===== src/common/decode_pkg.sv =====
package decode_pkg;

    localparam int XLEN   = 32;  // data and immediate width
    localparam int INST_W = 32;
    localparam int REG_W  = 5;

    typedef enum logic [6:0] {
        opc_load   = 7'h03,
        opc_op_imm = 7'h13,
        opc_auipc  = 7'h17,
        opc_store  = 7'h23,
        opc_op     = 7'h33,
        opc_lui    = 7'h37,
        opc_branch = 7'h63,
        opc_jalr   = 7'h67,
        opc_jal    = 7'h6f
    } opcode_e;

    typedef enum logic [2:0] {
        unit_alu,
        unit_bru,
        unit_lsu,
        unit_mul,
        unit_div
    } op_unit_e;

    typedef enum logic [3:0] {
        alu_add, alu_sub, alu_sll, alu_slt, alu_sltu, alu_xor,
        alu_srl, alu_sra, alu_or, alu_and, alu_lui, alu_auipc
    } alu_op_e;

    typedef enum logic [3:0] {
        bru_jal, bru_jalr, bru_beq, bru_bne, bru_blt, bru_bge, bru_bltu, bru_bgeu
    } bru_op_e;

    typedef enum logic [3:0] {
        lsu_lb, lsu_lh, lsu_lw, lsu_lbu, lsu_lhu, lsu_sb, lsu_sh, lsu_sw
    } lsu_op_e;

    typedef enum logic [3:0] {
        mul_mul, mul_mulh, mul_mulhsu, mul_mulhu
    } mul_op_e;

    typedef enum logic [3:0] {
        div_div, div_divu, div_rem, div_remu
    } div_op_e;

    // field meaning depends on the unit
    typedef union packed {
        alu_op_e alu_op;
        bru_op_e bru_op;
        lsu_op_e lsu_op;
        mul_op_e mul_op;
        div_op_e div_op;
    } sub_op_u;

    typedef enum logic [1:0] {
        arg_none,
        arg_reg,
        arg_imm
    } arg_src_e;

    typedef struct packed {
        logic [6:0]       funct7;
        logic [REG_W-1:0] rs2;
        logic [REG_W-1:0] rs1;
        logic [2:0]       funct3;
        logic [REG_W-1:0] rd;
        opcode_e          opcode;
    } r_fmt_t;

    typedef struct packed {
        logic [11:0]      imm;
        logic [REG_W-1:0] rs1;
        logic [2:0]       funct3;
        logic [REG_W-1:0] rd;
        opcode_e          opcode;
    } i_fmt_t;

    typedef struct packed {
        logic [6:0]       imm_hi;  // imm[11:5]
        logic [REG_W-1:0] rs2;
        logic [REG_W-1:0] rs1;
        logic [2:0]       funct3;
        logic [4:0]       imm_lo;  // imm[4:0]
        opcode_e          opcode;
    } s_fmt_t;

    typedef struct packed {
        logic             imm_12;
        logic [5:0]       imm_10_5;
        logic [REG_W-1:0] rs2;
        logic [REG_W-1:0] rs1;
        logic [2:0]       funct3;
        logic [3:0]       imm_4_1;
        logic             imm_11;
        opcode_e          opcode;
    } b_fmt_t;

    typedef struct packed {
        logic [INST_W-1:12] imm_hi;  // upper 20 bits
        logic [REG_W-1:0]   rd;
        opcode_e            opcode;
    } u_fmt_t;

    typedef struct packed {
        logic             imm_20;
        logic [9:0]       imm_10_1;
        logic             imm_11;
        logic [7:0]       imm_19_12;
        logic [REG_W-1:0] rd;
        opcode_e          opcode;
    } j_fmt_t;

    typedef union packed {
        r_fmt_t r;
        i_fmt_t i;
        s_fmt_t s;
        b_fmt_t b;
        u_fmt_t u;
        j_fmt_t j;
    } inst_u;

    typedef struct packed {
        logic [XLEN-1:0] pc;
        inst_u           inst;
    } fetch_pack_t;

    typedef struct packed {
        logic             legal;
        logic [XLEN-1:0]  pc;
        op_unit_e         unit;
        sub_op_u          sub_op;
        arg_src_e         arg1_src;
        arg_src_e         arg2_src;
        logic [REG_W-1:0] rs1;
        logic [REG_W-1:0] rs2;
        logic [XLEN-1:0]  imm;      // sign-extended
        logic [REG_W-1:0] rd;
        logic             rd_enable;
        logic             rs1_need_map;
        logic             rs2_need_map;
        logic             need_rename;
    } uop_t;

endpackage


===== src/decode/inst_decoder.sv =====
`timescale 1ns/10ps

module inst_decoder (
    input  decode_pkg::fetch_pack_t fetch_pack_i,
    output decode_pkg::uop_t        uop_o
);
    import decode_pkg::*;

    inst_u           inst;
    logic [XLEN-1:0] imm_i;
    logic [XLEN-1:0] imm_s;
    logic [XLEN-1:0] imm_b;
    logic [XLEN-1:0] imm_u;
    logic [XLEN-1:0] imm_j;

    // register-register and register-immediate share this mapping
    function automatic alu_op_e alu_from_funct3(input logic [2:0] funct3);
        alu_op_e op;
        case (funct3)
            3'h0:    op = alu_add;
            3'h1:    op = alu_sll;
            3'h2:    op = alu_slt;
            3'h3:    op = alu_sltu;
            3'h4:    op = alu_xor;
            3'h5:    op = alu_srl;
            3'h6:    op = alu_or;
            default: op = alu_and;
        endcase
        return op;
    endfunction

    assign inst  = fetch_pack_i.inst;
    assign imm_i = {{(XLEN-12){inst.i.imm[11]}}, inst.i.imm};
    assign imm_s = {{(XLEN-12){inst.s.imm_hi[6]}}, inst.s.imm_hi, inst.s.imm_lo};
    assign imm_b = {{(XLEN-13){inst.b.imm_12}}, inst.b.imm_12, inst.b.imm_11,
                    inst.b.imm_10_5, inst.b.imm_4_1, 1'b0};
    assign imm_u = {inst.u.imm_hi, 12'b0};
    assign imm_j = {{(XLEN-21){inst.j.imm_20}}, inst.j.imm_20, inst.j.imm_19_12,
                    inst.j.imm_11, inst.j.imm_10_1, 1'b0};

    always_comb begin
        uop_o          = '0;
        uop_o.legal    = 1'b1;
        uop_o.pc       = fetch_pack_i.pc;
        uop_o.unit     = unit_alu;
        uop_o.arg1_src = arg_none;
        uop_o.arg2_src = arg_none;

        case (inst.r.opcode)
            opc_lui: begin
                uop_o.sub_op.alu_op = alu_lui;
                uop_o.imm           = imm_u;
                uop_o.rd            = inst.u.rd;
                uop_o.rd_enable     = 1'b1;
            end
            opc_auipc: begin
                uop_o.sub_op.alu_op = alu_auipc;  // pc supplied by the alu
                uop_o.imm           = imm_u;
                uop_o.rd            = inst.u.rd;
                uop_o.rd_enable     = 1'b1;
            end
            opc_jal: begin
                uop_o.unit          = unit_bru;
                uop_o.sub_op.bru_op = bru_jal;
                uop_o.imm           = imm_j;
                uop_o.rd            = inst.j.rd;
                uop_o.rd_enable     = 1'b1;
            end
            opc_jalr: begin
                uop_o.unit          = unit_bru;
                uop_o.sub_op.bru_op = bru_jalr;
                uop_o.arg1_src      = arg_reg;
                uop_o.rs1           = inst.i.rs1;
                uop_o.imm           = imm_i;
                uop_o.rd            = inst.i.rd;
                uop_o.rd_enable     = 1'b1;
                uop_o.legal         = (inst.i.funct3 == 3'h0);
            end
            opc_branch: begin
                uop_o.unit     = unit_bru;
                uop_o.arg1_src = arg_reg;
                uop_o.arg2_src = arg_reg;
                uop_o.rs1      = inst.b.rs1;
                uop_o.rs2      = inst.b.rs2;
                uop_o.imm      = imm_b;
                case (inst.b.funct3)
                    3'h0:    uop_o.sub_op.bru_op = bru_beq;
                    3'h1:    uop_o.sub_op.bru_op = bru_bne;
                    3'h4:    uop_o.sub_op.bru_op = bru_blt;
                    3'h5:    uop_o.sub_op.bru_op = bru_bge;
                    3'h6:    uop_o.sub_op.bru_op = bru_bltu;
                    3'h7:    uop_o.sub_op.bru_op = bru_bgeu;
                    default: uop_o.legal = 1'b0;
                endcase
            end
            opc_load: begin
                uop_o.unit      = unit_lsu;
                uop_o.arg1_src  = arg_reg;
                uop_o.rs1       = inst.i.rs1;
                uop_o.imm       = imm_i;
                uop_o.rd        = inst.i.rd;
                uop_o.rd_enable = 1'b1;
                case (inst.i.funct3)
                    3'h0:    uop_o.sub_op.lsu_op = lsu_lb;
                    3'h1:    uop_o.sub_op.lsu_op = lsu_lh;
                    3'h2:    uop_o.sub_op.lsu_op = lsu_lw;
                    3'h4:    uop_o.sub_op.lsu_op = lsu_lbu;
                    3'h5:    uop_o.sub_op.lsu_op = lsu_lhu;
                    default: uop_o.legal = 1'b0;
                endcase
            end
            opc_store: begin
                uop_o.unit     = unit_lsu;
                uop_o.arg1_src = arg_reg;  // base
                uop_o.arg2_src = arg_reg;  // store data
                uop_o.rs1      = inst.s.rs1;
                uop_o.rs2      = inst.s.rs2;
                uop_o.imm      = imm_s;
                case (inst.s.funct3)
                    3'h0:    uop_o.sub_op.lsu_op = lsu_sb;
                    3'h1:    uop_o.sub_op.lsu_op = lsu_sh;
                    3'h2:    uop_o.sub_op.lsu_op = lsu_sw;
                    default: uop_o.legal = 1'b0;
                endcase
            end
            opc_op_imm: begin
                uop_o.arg1_src  = arg_reg;
                uop_o.arg2_src  = arg_imm;
                uop_o.rs1       = inst.i.rs1;
                uop_o.imm       = imm_i;
                uop_o.rd        = inst.i.rd;
                uop_o.rd_enable = 1'b1;
                case (inst.i.funct3)
                    3'h1: begin
                        uop_o.sub_op.alu_op = alu_sll;
                        uop_o.legal         = (inst.r.funct7 == 7'h00);
                    end
                    3'h5: begin
                        if (inst.r.funct7 == 7'h00) begin
                            uop_o.sub_op.alu_op = alu_srl;
                        end else if (inst.r.funct7 == 7'h20) begin
                            uop_o.sub_op.alu_op = alu_sra;
                        end else begin
                            uop_o.legal = 1'b0;
                        end
                    end
                    default: uop_o.sub_op.alu_op = alu_from_funct3(inst.i.funct3);
                endcase
            end
            opc_op: begin
                uop_o.arg1_src  = arg_reg;
                uop_o.arg2_src  = arg_reg;
                uop_o.rs1       = inst.r.rs1;
                uop_o.rs2       = inst.r.rs2;
                uop_o.rd        = inst.r.rd;
                uop_o.rd_enable = 1'b1;
                case (inst.r.funct7)
                    7'h00: uop_o.sub_op.alu_op = alu_from_funct3(inst.r.funct3);
                    7'h20: begin
                        case (inst.r.funct3)
                            3'h0:    uop_o.sub_op.alu_op = alu_sub;
                            3'h5:    uop_o.sub_op.alu_op = alu_sra;
                            default: uop_o.legal = 1'b0;
                        endcase
                    end
                    7'h01: begin  // M extension
                        if (!inst.r.funct3[2]) begin
                            uop_o.unit = unit_mul;
                            case (inst.r.funct3[1:0])
                                2'h0:    uop_o.sub_op.mul_op = mul_mul;
                                2'h1:    uop_o.sub_op.mul_op = mul_mulh;
                                2'h2:    uop_o.sub_op.mul_op = mul_mulhsu;
                                default: uop_o.sub_op.mul_op = mul_mulhu;
                            endcase
                        end else begin
                            uop_o.unit = unit_div;
                            case (inst.r.funct3[1:0])
                                2'h0:    uop_o.sub_op.div_op = div_div;
                                2'h1:    uop_o.sub_op.div_op = div_divu;
                                2'h2:    uop_o.sub_op.div_op = div_rem;
                                default: uop_o.sub_op.div_op = div_remu;
                            endcase
                        end
                    end
                    default: uop_o.legal = 1'b0;
                endcase
            end
            default: uop_o.legal = 1'b0;  // fence, system and the rest
        endcase

        // x0 needs no mapping and no new physical register
        uop_o.rs1_need_map = (uop_o.arg1_src == arg_reg) && (uop_o.rs1 != '0);
        uop_o.rs2_need_map = (uop_o.arg2_src == arg_reg) && (uop_o.rs2 != '0);
        uop_o.need_rename  = uop_o.rd_enable && (uop_o.rd != '0);
    end

endmodule


===== src/decode/decode_issue_stage.sv =====
`timescale 1ns/10ps

module decode_issue_stage #(
    parameter int LANES = 2
) (
    input  logic                 clk,
    input  logic                 arst_n_i,

    input  decode_pkg::uop_t     uop_i [LANES],
    input  logic [LANES-1:0]     fetch_valid_i,
    input  logic [LANES-1:0]     rename_ready_i,
    input  logic                 flush_i,

    output logic [LANES-1:0]     pop_valid_o,
    output decode_pkg::uop_t     uop_o [LANES],
    output logic [LANES-1:0]     uop_valid_o,
    output logic                 stall_o
);

    logic [LANES-1:0] accept;
    logic [LANES-1:0] refused;

    // lanes move independently and a flush blocks all of them
    assign accept  = fetch_valid_i & rename_ready_i & {LANES{~flush_i}};
    assign refused = fetch_valid_i & ~accept;

    assign pop_valid_o = accept;  // fetch drops these entries
    assign stall_o     = !flush_i && (|refused);

    always_ff @(posedge clk or negedge arst_n_i) begin
        if (!arst_n_i) begin
            uop_valid_o <= '0;
        end else begin
            uop_valid_o <= accept;  // fresh each cycle and zero after flush
        end
    end

    always_ff @(posedge clk) begin
        for (int l = 0; l < LANES; l++) begin
            if (accept[l]) begin
                uop_o[l] <= uop_i[l];
            end
        end
    end

endmodule


===== src/verilog/decode_top.sv =====
`timescale 1ns/10ps

module decode_top #(
    parameter int LANES = 2
) (
    input  logic                      clk,
    input  logic                      arst_n_i,

    input  decode_pkg::fetch_pack_t   fetch_pack_i [LANES],
    input  logic [LANES-1:0]          fetch_valid_i,
    input  logic [LANES-1:0]          rename_ready_i,
    input  logic                      flush_i,

    output logic [LANES-1:0]          pop_valid_o,
    output decode_pkg::uop_t          uop_o [LANES],
    output logic [LANES-1:0]          uop_valid_o,
    output logic                      stall_o
);
    import decode_pkg::*;

    uop_t dec_uop [LANES];  // combinational decode per lane

    for (genvar l = 0; l < LANES; l++) begin : g_lane
        inst_decoder u_inst_decoder (
            .fetch_pack_i (fetch_pack_i[l]),
            .uop_o        (dec_uop[l])
        );
    end

    decode_issue_stage #(
        .LANES (LANES)
    ) u_decode_issue_stage (
        .clk            (clk),
        .arst_n_i       (arst_n_i),
        .uop_i          (dec_uop),
        .fetch_valid_i  (fetch_valid_i),
        .rename_ready_i (rename_ready_i),
        .flush_i        (flush_i),
        .pop_valid_o    (pop_valid_o),
        .uop_o          (uop_o),
        .uop_valid_o    (uop_valid_o),
        .stall_o        (stall_o)
    );

endmodule


===== config.mk =====
export PLATFORM = sky130hd
export DESIGN_NAME = decode_top
export DESIGN_NICKNAME = d
export VERILOG_FILES = /design/src/common/decode_pkg.sv /design/src/decode/inst_decoder.sv /design/src/decode/decode_issue_stage.sv /design/src/verilog/decode_top.sv
export SDC_FILE = /design/constraint.sdc
export NUM_CORES = 1
export LEC_CHECK = 0
export BUFFER_PORTS_ARGS = -buffer_cell sky130_fd_sc_hd__buf_2
export CAP_MARGIN = 15
export CELL_PAD_IN_SITES_DETAIL_PLACEMENT = 0
export CELL_PAD_IN_SITES_GLOBAL_PLACEMENT = 2
export CORE_ASPECT_RATIO = 1.25
export CORE_MARGIN = 2
export CORE_UTILIZATION = 33
export DETAILED_ROUTE_END_ITERATION = 16
export PLACE_DENSITY = 0.95
export SLEW_MARGIN = 20
export SYNTH_ARGS = -nofsm -noshare
export SYNTH_HDL_FRONTEND = slang
export SYNTH_SLANG_ARGS = --single-unit

===== constraint.sdc =====
create_clock -name clk -period 12.15 [get_ports clk]
set_input_delay 2.43 -clock clk [delete_from_list [all_inputs] [get_ports clk]]
set_output_delay 2.43 -clock clk [all_outputs]
set_load 0.02 [all_outputs]

# Word level (Yosys, flattened, before mapping)
# Index checks and enable logic that the tools add are counted.
# word_totals
reg_bits,192
latch_bits,0
ram_bits,0
rom_bits,0
in_bits,135
output_inout_bits,195
elab_cells,185
n_memories,0
# op_classes
n_addsub,0
multipliers,0
div_mod_pow,0
magnitude_cmp,0
n_eq_ne,44
shifts,0
mux,60
bitwise,5
n_reduce_logical,47
# op_table
cell,n
$pmux 32 s5,2
$pmux 4 s8,2
$eq 7x6->1 const B,8
$pmux 4 s7,2
$eq 7x7->1 const B,6
$pmux 4 s5,2
$pmux 3 s3,4
$pmux 3 s6,2
$reduce_bool 5->1,6
$reduce_or 3->1,10
$eq 7x5->1 const B,4
$eq 3x3->1 const B,8
$pmux 3 s4,2
$pmux 4 s3,2
$reduce_or 6->1,4
$mux 5,4
$reduce_or 2->1,9
$pmux 4 s2,2
$eq 7x1->1 const B,2
$eq 7x2->1 const B,2
$logic_not 7->1,2
$mux 1,14
$mux 7,2
$pmux 1 s7,2
other kinds (21),53

# Logic depth before layout (Yosys ltp)
# Gate-level depths: netlist (run 1).
# depth
ltp_word,6
depth_mapped,8
ltp_nobuf,6

# Cells and area by module
# A second synthesis (run 1) with hierarchy kept.
# hier_totals
hier_cells,646
area_unflattened_um2,8655.8
# by_module_without_submodules
module,instances,cells_per_inst,area_per_inst_um2,seq_area_each_um2
decode_issue_stage,1,198,5793.1,5755.5
inst_decoder at g_lane[0].u_inst_decoder,1,228,1438.9,0.0
inst_decoder at g_lane[1].u_inst_decoder,1,220,1423.9,0.0

# Worst setup path before layout (run 1)
# No wires, ideal clock.
# synth_timing
path_type,in2out
start,input port fetch_valid_i[0]
end,output port pop_valid_o[0]
arrival_time_ns,6.705
t_required_ns,9.720
slack_ns,3.015
stages,2
n_path_buf,0
path_cell_list,nand2_1 -> nor2_1
# synth_between
elab_chain_len,2
# synth_rtl
item,line,text
start: declaration,decode_top.sv:10,"input logic [LANES-1:0] fetch_valid_i,"
$and 2x2->2 (2 in a row),decode_issue_stage.sv:24,assign accept = fetch_valid_i & rename_ready_i & {LANES{~flush_i}};
end: declaration,decode_top.sv:14,"output logic [LANES-1:0] pop_valid_o,"
# No other way between the ends.

# Worst setup path after layout (run 1)
# Ends and elaborated chain as after synthesis.

==> impl_results.md, run 1 <==
* Status: finished clean
* Critical path's top delay family: simple AND/OR/NAND/NOR gates
* Starting density of the core at 33.3%
* Req. time, crit path at 9.72 ns
* Setup TNS at 0 ns
* Tmin final at 5.74 ns
* Syn avg cell area at 13.9 um2
* Fin nets at 1042
* Row count at 64
* # port buffers at 327
* Critical path arrival at 3.31 ns
* Hold buffer count at cts at 0
* Final setup fails at 0
* Clock Power Share at 38.3%
* Commonest non-fill, non-tap cell in the layout: buf_2
* Antenna Diode Count at 0
* Yosys Warn Count at 0
* TritonCTS clock tree: done
* Crit Path Max Fanout at 18
* Startpoint Class: primary input
* Sequential share of the synthesized area at 70.4%
* Synth cell types at 61
* Ys async rst share at 1.05%
* Drc violations at 0
* Gpl congestion at 0.846
* Most common flop cell mapped by yosys: edfxtp_1
* Die H at 179 um
* Max clock buf depth at 2
* Relative slew slack at 34.6%
* Root buffer cell: clkbuf_16
* Leakage at 4.15 nW
* GRT Util Overall at 17.5%
* Die width at 144 um
* Drt via density at 4.96
* Synthesized flop and latch total at 190
* CP max stage delay at 0.43 ns
* Top cell type's share of synthesized area at 69.8%
* Flop pwr share at 51.3%
* Yosys top cell by area: edfxtp_1
* Drt initial violations at 390
* Crit Path Class: primary input to output port
* Core Footprint at 24300 um2
* Post-layout util at 43.8%
* Sink Count at 190
* CP endpoint kind: output port
* Crit path buffers/inverters at 2
* First-pass GRT wire length at 33700 um
* Share of layout cells above drive strength 1 at 40.2%
* Sw Share at 24.2%
* Resized cells post-CTS at 0
* Htree depth at 4
* CP Cell Sequence: buf_2 -> nand2_1 -> nor2_4 -> buf_2
* Final Hold Vio Count at 0
* CTS clock-pin slew for the worst setup and hold paths at 0.07 ns
* Routed wire length at 23500 um
* Int Pwr at 1.12 mW
* Slowest-stage cell, CP: nor2_4
* Most frequent cells in the layout: buf_2, edfxtp_1, and2_1, a21o_1, nor2_1
* Crit share post-route at 47.2%
* TritonCTS buffer count at 17
* Worst Hold Class: primary input to asynchronous set/reset pin
* Slew Viols, Final at 0
* DR vias at 6174
* Post-synth EDFFs at 188
* Layout Area Growth over Synthesis at 31.6%
* Mapped Cells at 581
* Full die area at 25800 um2
* Unrepaired setup endpoints after global routing: false
* FMAX at 0.174 GHz
* Number of max-cap violations at 0
* P_sw at 0.356 mW
* Post-Syn Area at 8090 um2
* Largest net degree at the start of global routing at 89
* Dpl hpwl at 17700 um
* # Post-CTS Setup Buffers at 0
* Comb power frac at 10.4%
* Peak supply drop at 0.0954 mV
* Top-level I/O count at 330
* Vias in the first global route at 5868
* Dominant cells by area after synthesis: edfxtp_1, a21o_1, and2_1, a21oi_1, nor2_1
* ANT nets after route at 0
* Worst slew pin tran at 0.979 ns
* Initial antenna violation count at 0
* Cell mode on critical path: buf_2
* Router iterations before antenna repair at 4
* Avg WL per Cell at 18.9 um
* Cell Pwr Density at 138 nW/um2
* Total grt overflow at 0
## routing by layer
metal | GRT usage [%] | vias up | routed length, um
met1 | 21.6 | 3027 | 9390
met2 | 29.5 | 257 | 11900
met4 | 5.39 | 0 | 323
met3 | 5.21 | 22 | 1910
li1 | - | 2868 | -
met5 | 0 | - | 0
## layout make-up
class                      instances  area [um2]
multi-input combinational        351        2230
fill                            2274       13600
clock buffer                      22         464
clock inverter                    10         125
inverter                          11        41.3
tap                              330         413
sequential                       190        5700
timing repair buffer             331        1670
## kinds of logic (layout without fill, tap and decap cells)
family / count (synthesis) / count (layout) / share of synthesized area [%]
adder cells (fa/ha/maj): 5 / 5 / 0.774
other: 1 / 2 / 0.0464
AO/OA/AOI/OAI: 145 / 145 / 12.5
XOR/XNOR: 4 / 4 / 0.433
AND/OR/NAND/NOR: 194 / 194 / 13.4
buffers and inverters: 41 / 374 / 2.23
multiplexers: 1 / 1 / 0.124
flip-flops: 190 / 190 / 70.4
## per-stage QoR
step	power [mW]	area [um2]	std cells	worst slack (ns)	hold WS [ns]
after detailed placement	0.924	10000	1213	6.41	2.23
after floorplan	0.854	8090	582	3.01	2.13
final	1.47	10600	1245	6.41	1.78
after CTS	1.49	10600	1245	6.41	1.76
after global routing	1.53	10600	1245	6.35	1.76
after global placement	0.922	10000	1213	6.47	2.23
## sequential cells by signal, summed over array words and instances, names as in the netlist
name                              count
u_decode_issue_stage.uop_o          188
u_decode_issue_stage.uop_valid_o      2
## power by group through the flow
stage,Combinational [mW],Sequential (mW),Clock [mW]
5_1_grt,0.165,0.758,0.602
3_3_place_gp,0.152,0.769,0
4_1_cts,0.154,0.756,0.579
3_5_place_dp,0.153,0.770,0
6_report,0.153,0.756,0.563
2_1_floorplan,0.0440,0.810,0
## cell usage after synthesis, types with 3 or more instances
library cell / n
a211oi_1: 3
a21o_1: 39
a21oi_1: 26
a22o_1: 9
a31oi_1: 4
and2_1: 46
and3_1: 3
and3b_1: 3
buf_2: 3
clkbuf_1: 22
edfxtp_1: 188
ha_1: 5
inv_1: 11
nand2_1: 31
nand2b_1: 12
nand3_1: 9
nand3b_1: 4
nand4_1: 3
nor2_1: 34
nor2b_1: 7
nor3_1: 13
nor3b_1: 7
o211ai_1: 6
o21a_1: 9
o21ai_0: 20
o31ai_1: 4
o32ai_1: 3
o41ai_1: 3
or3_1: 5
or4_1: 6
xnor2_1: 3
## worst paths after layout
kind	end	startpoint	slack, ns	cells past startpoint
setup / recovery	pop_valid_o[0]	fetch_valid_i[0]	6.41	4
max in group asynchronous	u_decode_issue_stage.uop_valid_o[1]	arst_n_i	10.27	1
hold / removal	u_decode_issue_stage.uop_valid_o[0]	arst_n_i	1.78	1
min in group clk	u_decode_issue_stage.uop_o[63]	fetch_pack_i[33]	2.17	1
No activity file was read; power rests on OpenSTA's default activity.
==> run 2: changes to the inputs <==
--- a/config.mk
+++ b/config.mk
@@ -11,9 +11,9 @@
 export CELL_PAD_IN_SITES_GLOBAL_PLACEMENT = 2
 export CORE_ASPECT_RATIO = 1.25
 export CORE_MARGIN = 2
-export CORE_UTILIZATION = 33
+export CORE_UTILIZATION = 28
 export DETAILED_ROUTE_END_ITERATION = 16
-export PLACE_DENSITY = 0.95
+export PLACE_DENSITY = 0.89
 export SLEW_MARGIN = 20
 export SYNTH_ARGS = -nofsm -noshare
 export SYNTH_HDL_FRONTEND = slang
==> constraint.sdc (replaced) <==
create_clock -name clk -period 5.2 [get_ports clk]
set_input_delay 1.04 -clock clk [delete_from_list [all_inputs] [get_ports clk]]
set_output_delay 1.04 -clock clk [all_outputs]
set_load 0.02 [all_outputs]
==> run 2 against run 1 <==
Against the previous run:
- hold slack got worse by 1.4 ns
- sequential power rose by 130%
- via count is 1.2% lower
- critical path depth grew 2
- utilization decreased by 6.3 points
- cell count up 2.2%
- wire length up 4.3%
- cell area up 0.31%
- flip-flop and latch count unchanged
==> impl_results.md, run 2 (synthesized netlist as in run 1, its figures left out) <==
* Cell Pwr Density at 320 nW/um2 (+130%)
* # port buffers at 327 (unchanged)
* Unrepaired setup endpoints after global routing: false
* Startpoint Class: primary input
* Drt initial violations at 325 (-17%)
* Layout Area Growth over Synthesis at 32.0%
* Share of layout cells above drive strength 1 at 40.4% (+0.17 points)
* FMAX at 0.366 GHz
* DR vias at 6101 (-1.2%)
* Resized cells post-CTS at 0 (unchanged)
* CP max stage delay at 0.59 ns (+0.16 ns)
* Router iterations before antenna repair at 5 (+1)
* Critical path's top delay family: simple AND/OR/NAND/NOR gates
* Full die area at 30300 um2 (+17%)
* Drt via density at 4.79 (-3.4%)
* Avg WL per Cell at 19.2 um (+2.0%)
* Max clock buf depth at 2 (unchanged)
* CP Cell Sequence: buf_2 -> nand4bb_1 -> nor3_1 -> or2_0 -> and2_4 -> a21o_1
* Req. time, crit path at 5.49 ns (-4.23 ns)
* Post-placement cell area at 10100 um2 (+0.44%)
* Core Footprint at 28400 um2 (+17%)
* Crit Path Max Fanout at 13 (-5)
* CTS clock-pin slew for the worst setup and hold paths at 0.07 ns (about the same)
* First-pass GRT wire length at 36600 um (+8.4%)
* Critical path arrival at 3.03 ns (-0.28 ns)
* Hold Slack at 0.394 ns (-1.39 ns)
* Starting density of the core at 28.5% (-4.9 points)
* Layout Cell Area excl Fill at 10700 um2 (+0.31%)
* Sink Count at 190 (unchanged)
* Post-layout util at 37.6% (-6.3 points)
* Final Power at 3.42 mW (+130%)
* Worst Hold Class: primary input to asynchronous set/reset pin
* Number of max-cap violations at 0 (unchanged)
* Largest Register: u_decode_issue_stage.uop_o
* Root buffer cell: clkbuf_16
* Worst setup margin at 2.46 ns (-3.95 ns)
* ANT nets after route at 0 (unchanged)
* Dpl hpwl at 18800 um (+6.3%)
* CP endpoint kind: flip-flop
* Drc violations at 0 (unchanged)
* CP Depth at 6 (+2)
* Final setup fails at 0 (unchanged)
* Placed cell count at 1239 (+2.1%)
* Crit path buffers/inverters at 1 (-1)
* Hold buffer count at cts at 0 (unchanged)
* Tmin final at 2.74 ns
* Die H at 194 um (+8.4%)
* Row count at 69 (+7.8%)
* Top-level I/O count at 330 (unchanged)
* Total grt overflow at 0 (unchanged)
* Origin of the worst setup path: fetch_pack_i[2]
* Status: finished clean
* Gpl congestion at 0.865 (+2.2%)
* Post-Place Setup Slack at 2.05 ns (-4.36 ns)
* Slew Viols, Final at 0 (unchanged)
* Worst slew pin tran at 1.05 ns (+0.0688 ns)
* Slowest-stage cell, CP: nor3_1
* Die width at 156 um (+8.3%)
* Crit share post-route at 52.6%
* Initial antenna violation count at 2 (+2)
* Relative slew slack at 30.0% (-4.6 points)
* Peak supply drop at 0.180 mV (+88%)
* Largest net degree at the start of global routing at 56 (-37%)
* Most frequent cells in the layout: buf_2, edfxtp_1, and2_1, a21o_1, nor2_1
* Final Hold Vio Count at 0 (unchanged)
* Setup TNS at 0 ns (unchanged)
* Routed wire length at 24500 um (+4.3%)
* GRT Util Overall at 15.9% (-1.6 points)
* Leakage at 4.14 nW (about the same)
* Top Registers: u_decode_issue_stage.uop_o x188, u_decode_issue_stage.uop_valid_o x2
* Final std cells w/o fill at 1273 (+2.2%)
* Fin nets at 1043 (+0.096%)
* TritonCTS clock tree: done
* Vias in the first global route at 6255 (+6.6%)
* Htree depth at 4 (unchanged)
* TritonCTS buffer count at 17 (unchanged)
* # Post-CTS Setup Buffers at 0 (unchanged)
* Crit Path Class: primary input to flip-flop
* Commonest non-fill, non-tap cell in the layout: buf_2
* Max FFs per register at 188 (unchanged)
-- run 2: where the power goes --
| part | internal, mW | switching [mW] |
|---|---|---|
| clock | 0.680 | 0.611 |
| sequential | 1.75 | 0.0174 |
| combinational | 0.116 | 0.244 |
| total | 2.54 | 0.872 |
-- run 2: cell type report --
| type | instances | area [um2] |
|---|---|---|
| clock inverters | 14 | 148 |
| flip-flops and latches | 190 | 5700 |
| repair buffers | 332 | 1670 |
| diodes | 2 | 5.00 |
| multi-input cells | 351 | 2230 |
| well taps | 355 | 444 |
| inverters | 11 | 41.3 |
| clock buffers | 18 | 429 |
| fillers | 2754 | 17700 |
-- run 2: final timing paths --
path                                                       end  slack (ns)
max in group asynchronous  u_decode_issue_stage.uop_valid_o[0]        4.71
min in group clk                u_decode_issue_stage.uop_o[82]        0.78
worst min-delay path       u_decode_issue_stage.uop_valid_o[1]        0.39
worst max-delay path            u_decode_issue_stage.uop_o[38]        2.46
-- run 2: per-layer routing --
| metal | track usage, % | part of all wire [%] |
|---|---|---|
| met1 | 18.2 | 39 |
| met2 | 28.3 | 51 |
| met3 | 5.07 | 9.0 |
| met4 | 4.25 | 1.6 |
| met5 | 0 | 0 |
==> run 3: changes to the inputs <==
==> constraint.sdc (replaced) <==
create_clock -name clk -period 2.31 [get_ports clk]
set_input_delay 0.462 -clock clk [delete_from_list [all_inputs] [get_ports clk]]
set_output_delay 0.462 -clock clk [all_outputs]
set_load 0.02 [all_outputs]
==> run 3 against run 2 <==
Against the previous run:
- count of clock-buffer cells in the layout fell by 1
- critical path depth did not move
- die area did not move
- clock power rose by 130%
- cell area rose by 2.7%
- first-iteration DRC count rose by 31%
- flip-flop and latch count did not move
- combinational power rose by 140%
- sequential share of layout area fell by 1.4 points
- critical endpoint is now u_decode_issue_stage.uop_o[189]
- largest power group unchanged
==> impl_results.md, run 3 (synthesized netlist as in run 1, its figures left out) <==
* Vias in the first global route at 6378 (+2.0%)
* First-pass GRT wire length at 37000 um (+1.1%)
* Unrepaired setup endpoints after global routing: false
* Most frequent cells in the layout: buf_2, edfxtp_1, and2_1, a21o_1, nor2_1
* Hold Slack at 0.197 ns (-0.197 ns)
* Routed wire length at 25000 um (+1.9%)
* Post-layout util at 38.6% (+1.0 points)
* Dpl hpwl at 19200 um (+2.5%)
* Post-placement cell area at 10400 um2 (+2.7%)
* Drt initial violations at 426 (+31%)
* Max FFs per register at 188 (unchanged)
* Met1 Track Usage GR at 17.6% (-0.62 points)
* Row count at 69 (unchanged)
* Startpoint Class: primary input
* Starting density of the core at 28.5% (unchanged)
* Max clock buf depth at 2 (unchanged)
* Root buffer cell: clkbuf_16
* Core Footprint at 28400 um2 (unchanged)
* Die width at 156 um (unchanged)
* Top-level I/O count at 330 (unchanged)
* Initial antenna violation count at 4 (+2)
* CP max stage delay at 0.65 ns (+0.06 ns)
* Setup TNS at 0 ns (unchanged)
* Hold buffer count at cts at 1 (+1)
* Slew Viols, Final at 0 (unchanged)
* DR vias at 6352 (+4.1%)
* Leakage at 4.30 nW (+3.7%)
* Router iterations before antenna repair at 5 (unchanged)
* Top Registers: u_decode_issue_stage.uop_o x188, u_decode_issue_stage.uop_valid_o x2
* Crit share post-route at 78.1%
* Total grt overflow at 0 (unchanged)
* Tmin final at 1.80 ns
* Die H at 194 um (unchanged)
* Resized cells post-CTS at 0 (unchanged)
* TritonCTS buffer count at 17 (unchanged)
* Final std cells w/o fill at 1301 (+2.2%)
* Worst slew pin tran at 1.01 ns (-0.0399 ns)
* Placed cell count at 1267 (+2.3%)
* Crit Path Max Fanout at 6 (-7)
* Crit Path Class: primary input to flip-flop
* GR Util met2 at 29.0% (+0.69 points)
* Req. time, crit path at 2.47 ns (-3.02 ns)
* Avg WL per Cell at 19.2 um (-0.26%)
* Final setup fails at 0 (unchanged)
* # port buffers at 327 (unchanged)
* Origin of the worst setup path: fetch_pack_i[67]
* Most Used Layer, Global Route: met2
* Sink Count at 190 (unchanged)
* Share of layout cells above drive strength 1 at 42.4% (+2.0 points)
* Largest net degree at the start of global routing at 96 (+71%)
* HP Start: fetch_pack_i[51]
* Critical Path End: u_decode_issue_stage.uop_o[189]
* CP endpoint kind: flip-flop
* Full die area at 30300 um2 (unchanged)
* GRT Util Overall at 16.1% (+0.27 points)
* Relative slew slack at 32.3% (+2.3 points)
* Met3 usage at 5.36% (+0.29 points)
* CTS clock-pin slew for the worst setup and hold paths at 0.08 ns (about the same)
* Final Hold Vio Count at 0 (unchanged)
* Layout Area Growth over Synthesis at 35.5%
* Peak supply drop at 0.411 mV (+130%)
* CP Cell Sequence: buf_2 -> and4bb_2 -> nand2_1 -> or3_1 -> a21oi_1 -> or4b_2
* Layout Cell Area excl Fill at 11000 um2 (+2.7%)
* TritonCTS clock tree: done
* Htree depth at 4 (unchanged)
* Slowest-stage cell, CP: or4b_2
* Worst Hold Class: primary input to flip-flop
* Status: finished clean
* Fin nets at 1072 (+2.8%)
* Largest Register: u_decode_issue_stage.uop_o
* Critical path arrival at 1.96 ns (-1.07 ns)
* Drc violations at 0 (unchanged)
* Drt via density at 4.88 (+1.9%)
* ANT nets after route at 0 (unchanged)
* # Post-CTS Setup Buffers at 0 (unchanged)
* Commonest non-fill, non-tap cell in the layout: buf_2
* Gpl congestion at 0.875 (+1.2%)
* Filler Cells Inserted at 2771 (+0.62%)
* FMAX at 0.554 GHz
* Number of max-cap violations at 0 (unchanged)
* Cell Pwr Density at 708 nW/um2 (+120%)
[run 3: changes by cell type in the layout (fill, tap and decap cells not counted), sizes merged]
cell / previous run / this run
clkinv: 5 / 7
clkbuf: 18 / 17
dlygate4sd3: 0 / 1
clkinvlp: 0 / 2
inv: 19 / 16
diode: 2 / 1
buf: 332 / 360
[run 3: worst min path at each step]
stage	slack, ns	endpoint	cells after the start
after floorplan	0.17	u_decode_issue_stage.uop_valid_o[0]	0
after global placement	0.26	u_decode_issue_stage.uop_valid_o[0]	1
after detailed placement	0.26	u_decode_issue_stage.uop_valid_o[0]	1
after CTS	0.17	u_decode_issue_stage.uop_o[64]	1
after global routing	0.17	u_decode_issue_stage.uop_o[81]	1
final	0.20	u_decode_issue_stage.uop_o[81]	1
[run 3: metal layers]
metal / wire, um / vias up
li1: - / 2928
met1: 9260 / 3037
met2: 12700 / 346
met3: 2420 / 37
met4: 561 / 4
met5: 30 / -
[run 3: cell type report]
type	count	area, um2	area share [%]
diodes	1	2.50	0.0228
well taps	355	444	4.05
repair buffers	361	1930	17.6
inverters	11	41.3	0.377
clock inverters	15	158	1.44
multi-input cells	351	2260	20.6
clock buffers	17	425	3.88
flip-flops and latches	190	5700	52.0
[run 3: stage by stage]
step | worst slack, ns | power [mW]
finish | 0.506 | 7.76
floorplan | -0.133 | 4.48
CTS | 0.552 | 7.86
global placement | 0.133 | 4.89
detailed placement | 0.0875 | 4.90
global route | 0.484 | 8.05
[run 3: worst max-delay path, delay by kind of cell]
family	cells	cell delay, ns
buf+inv	1	0.12
simple gates	4	1.31
compound gates	1	0.06
[run 3: power by group]
group	internal (mW)	total [mW]	switching [mW]
Clock	1.53	2.94	1.42
Combinational	0.288	0.850	0.561
Sequential	3.93	3.97	0.0365
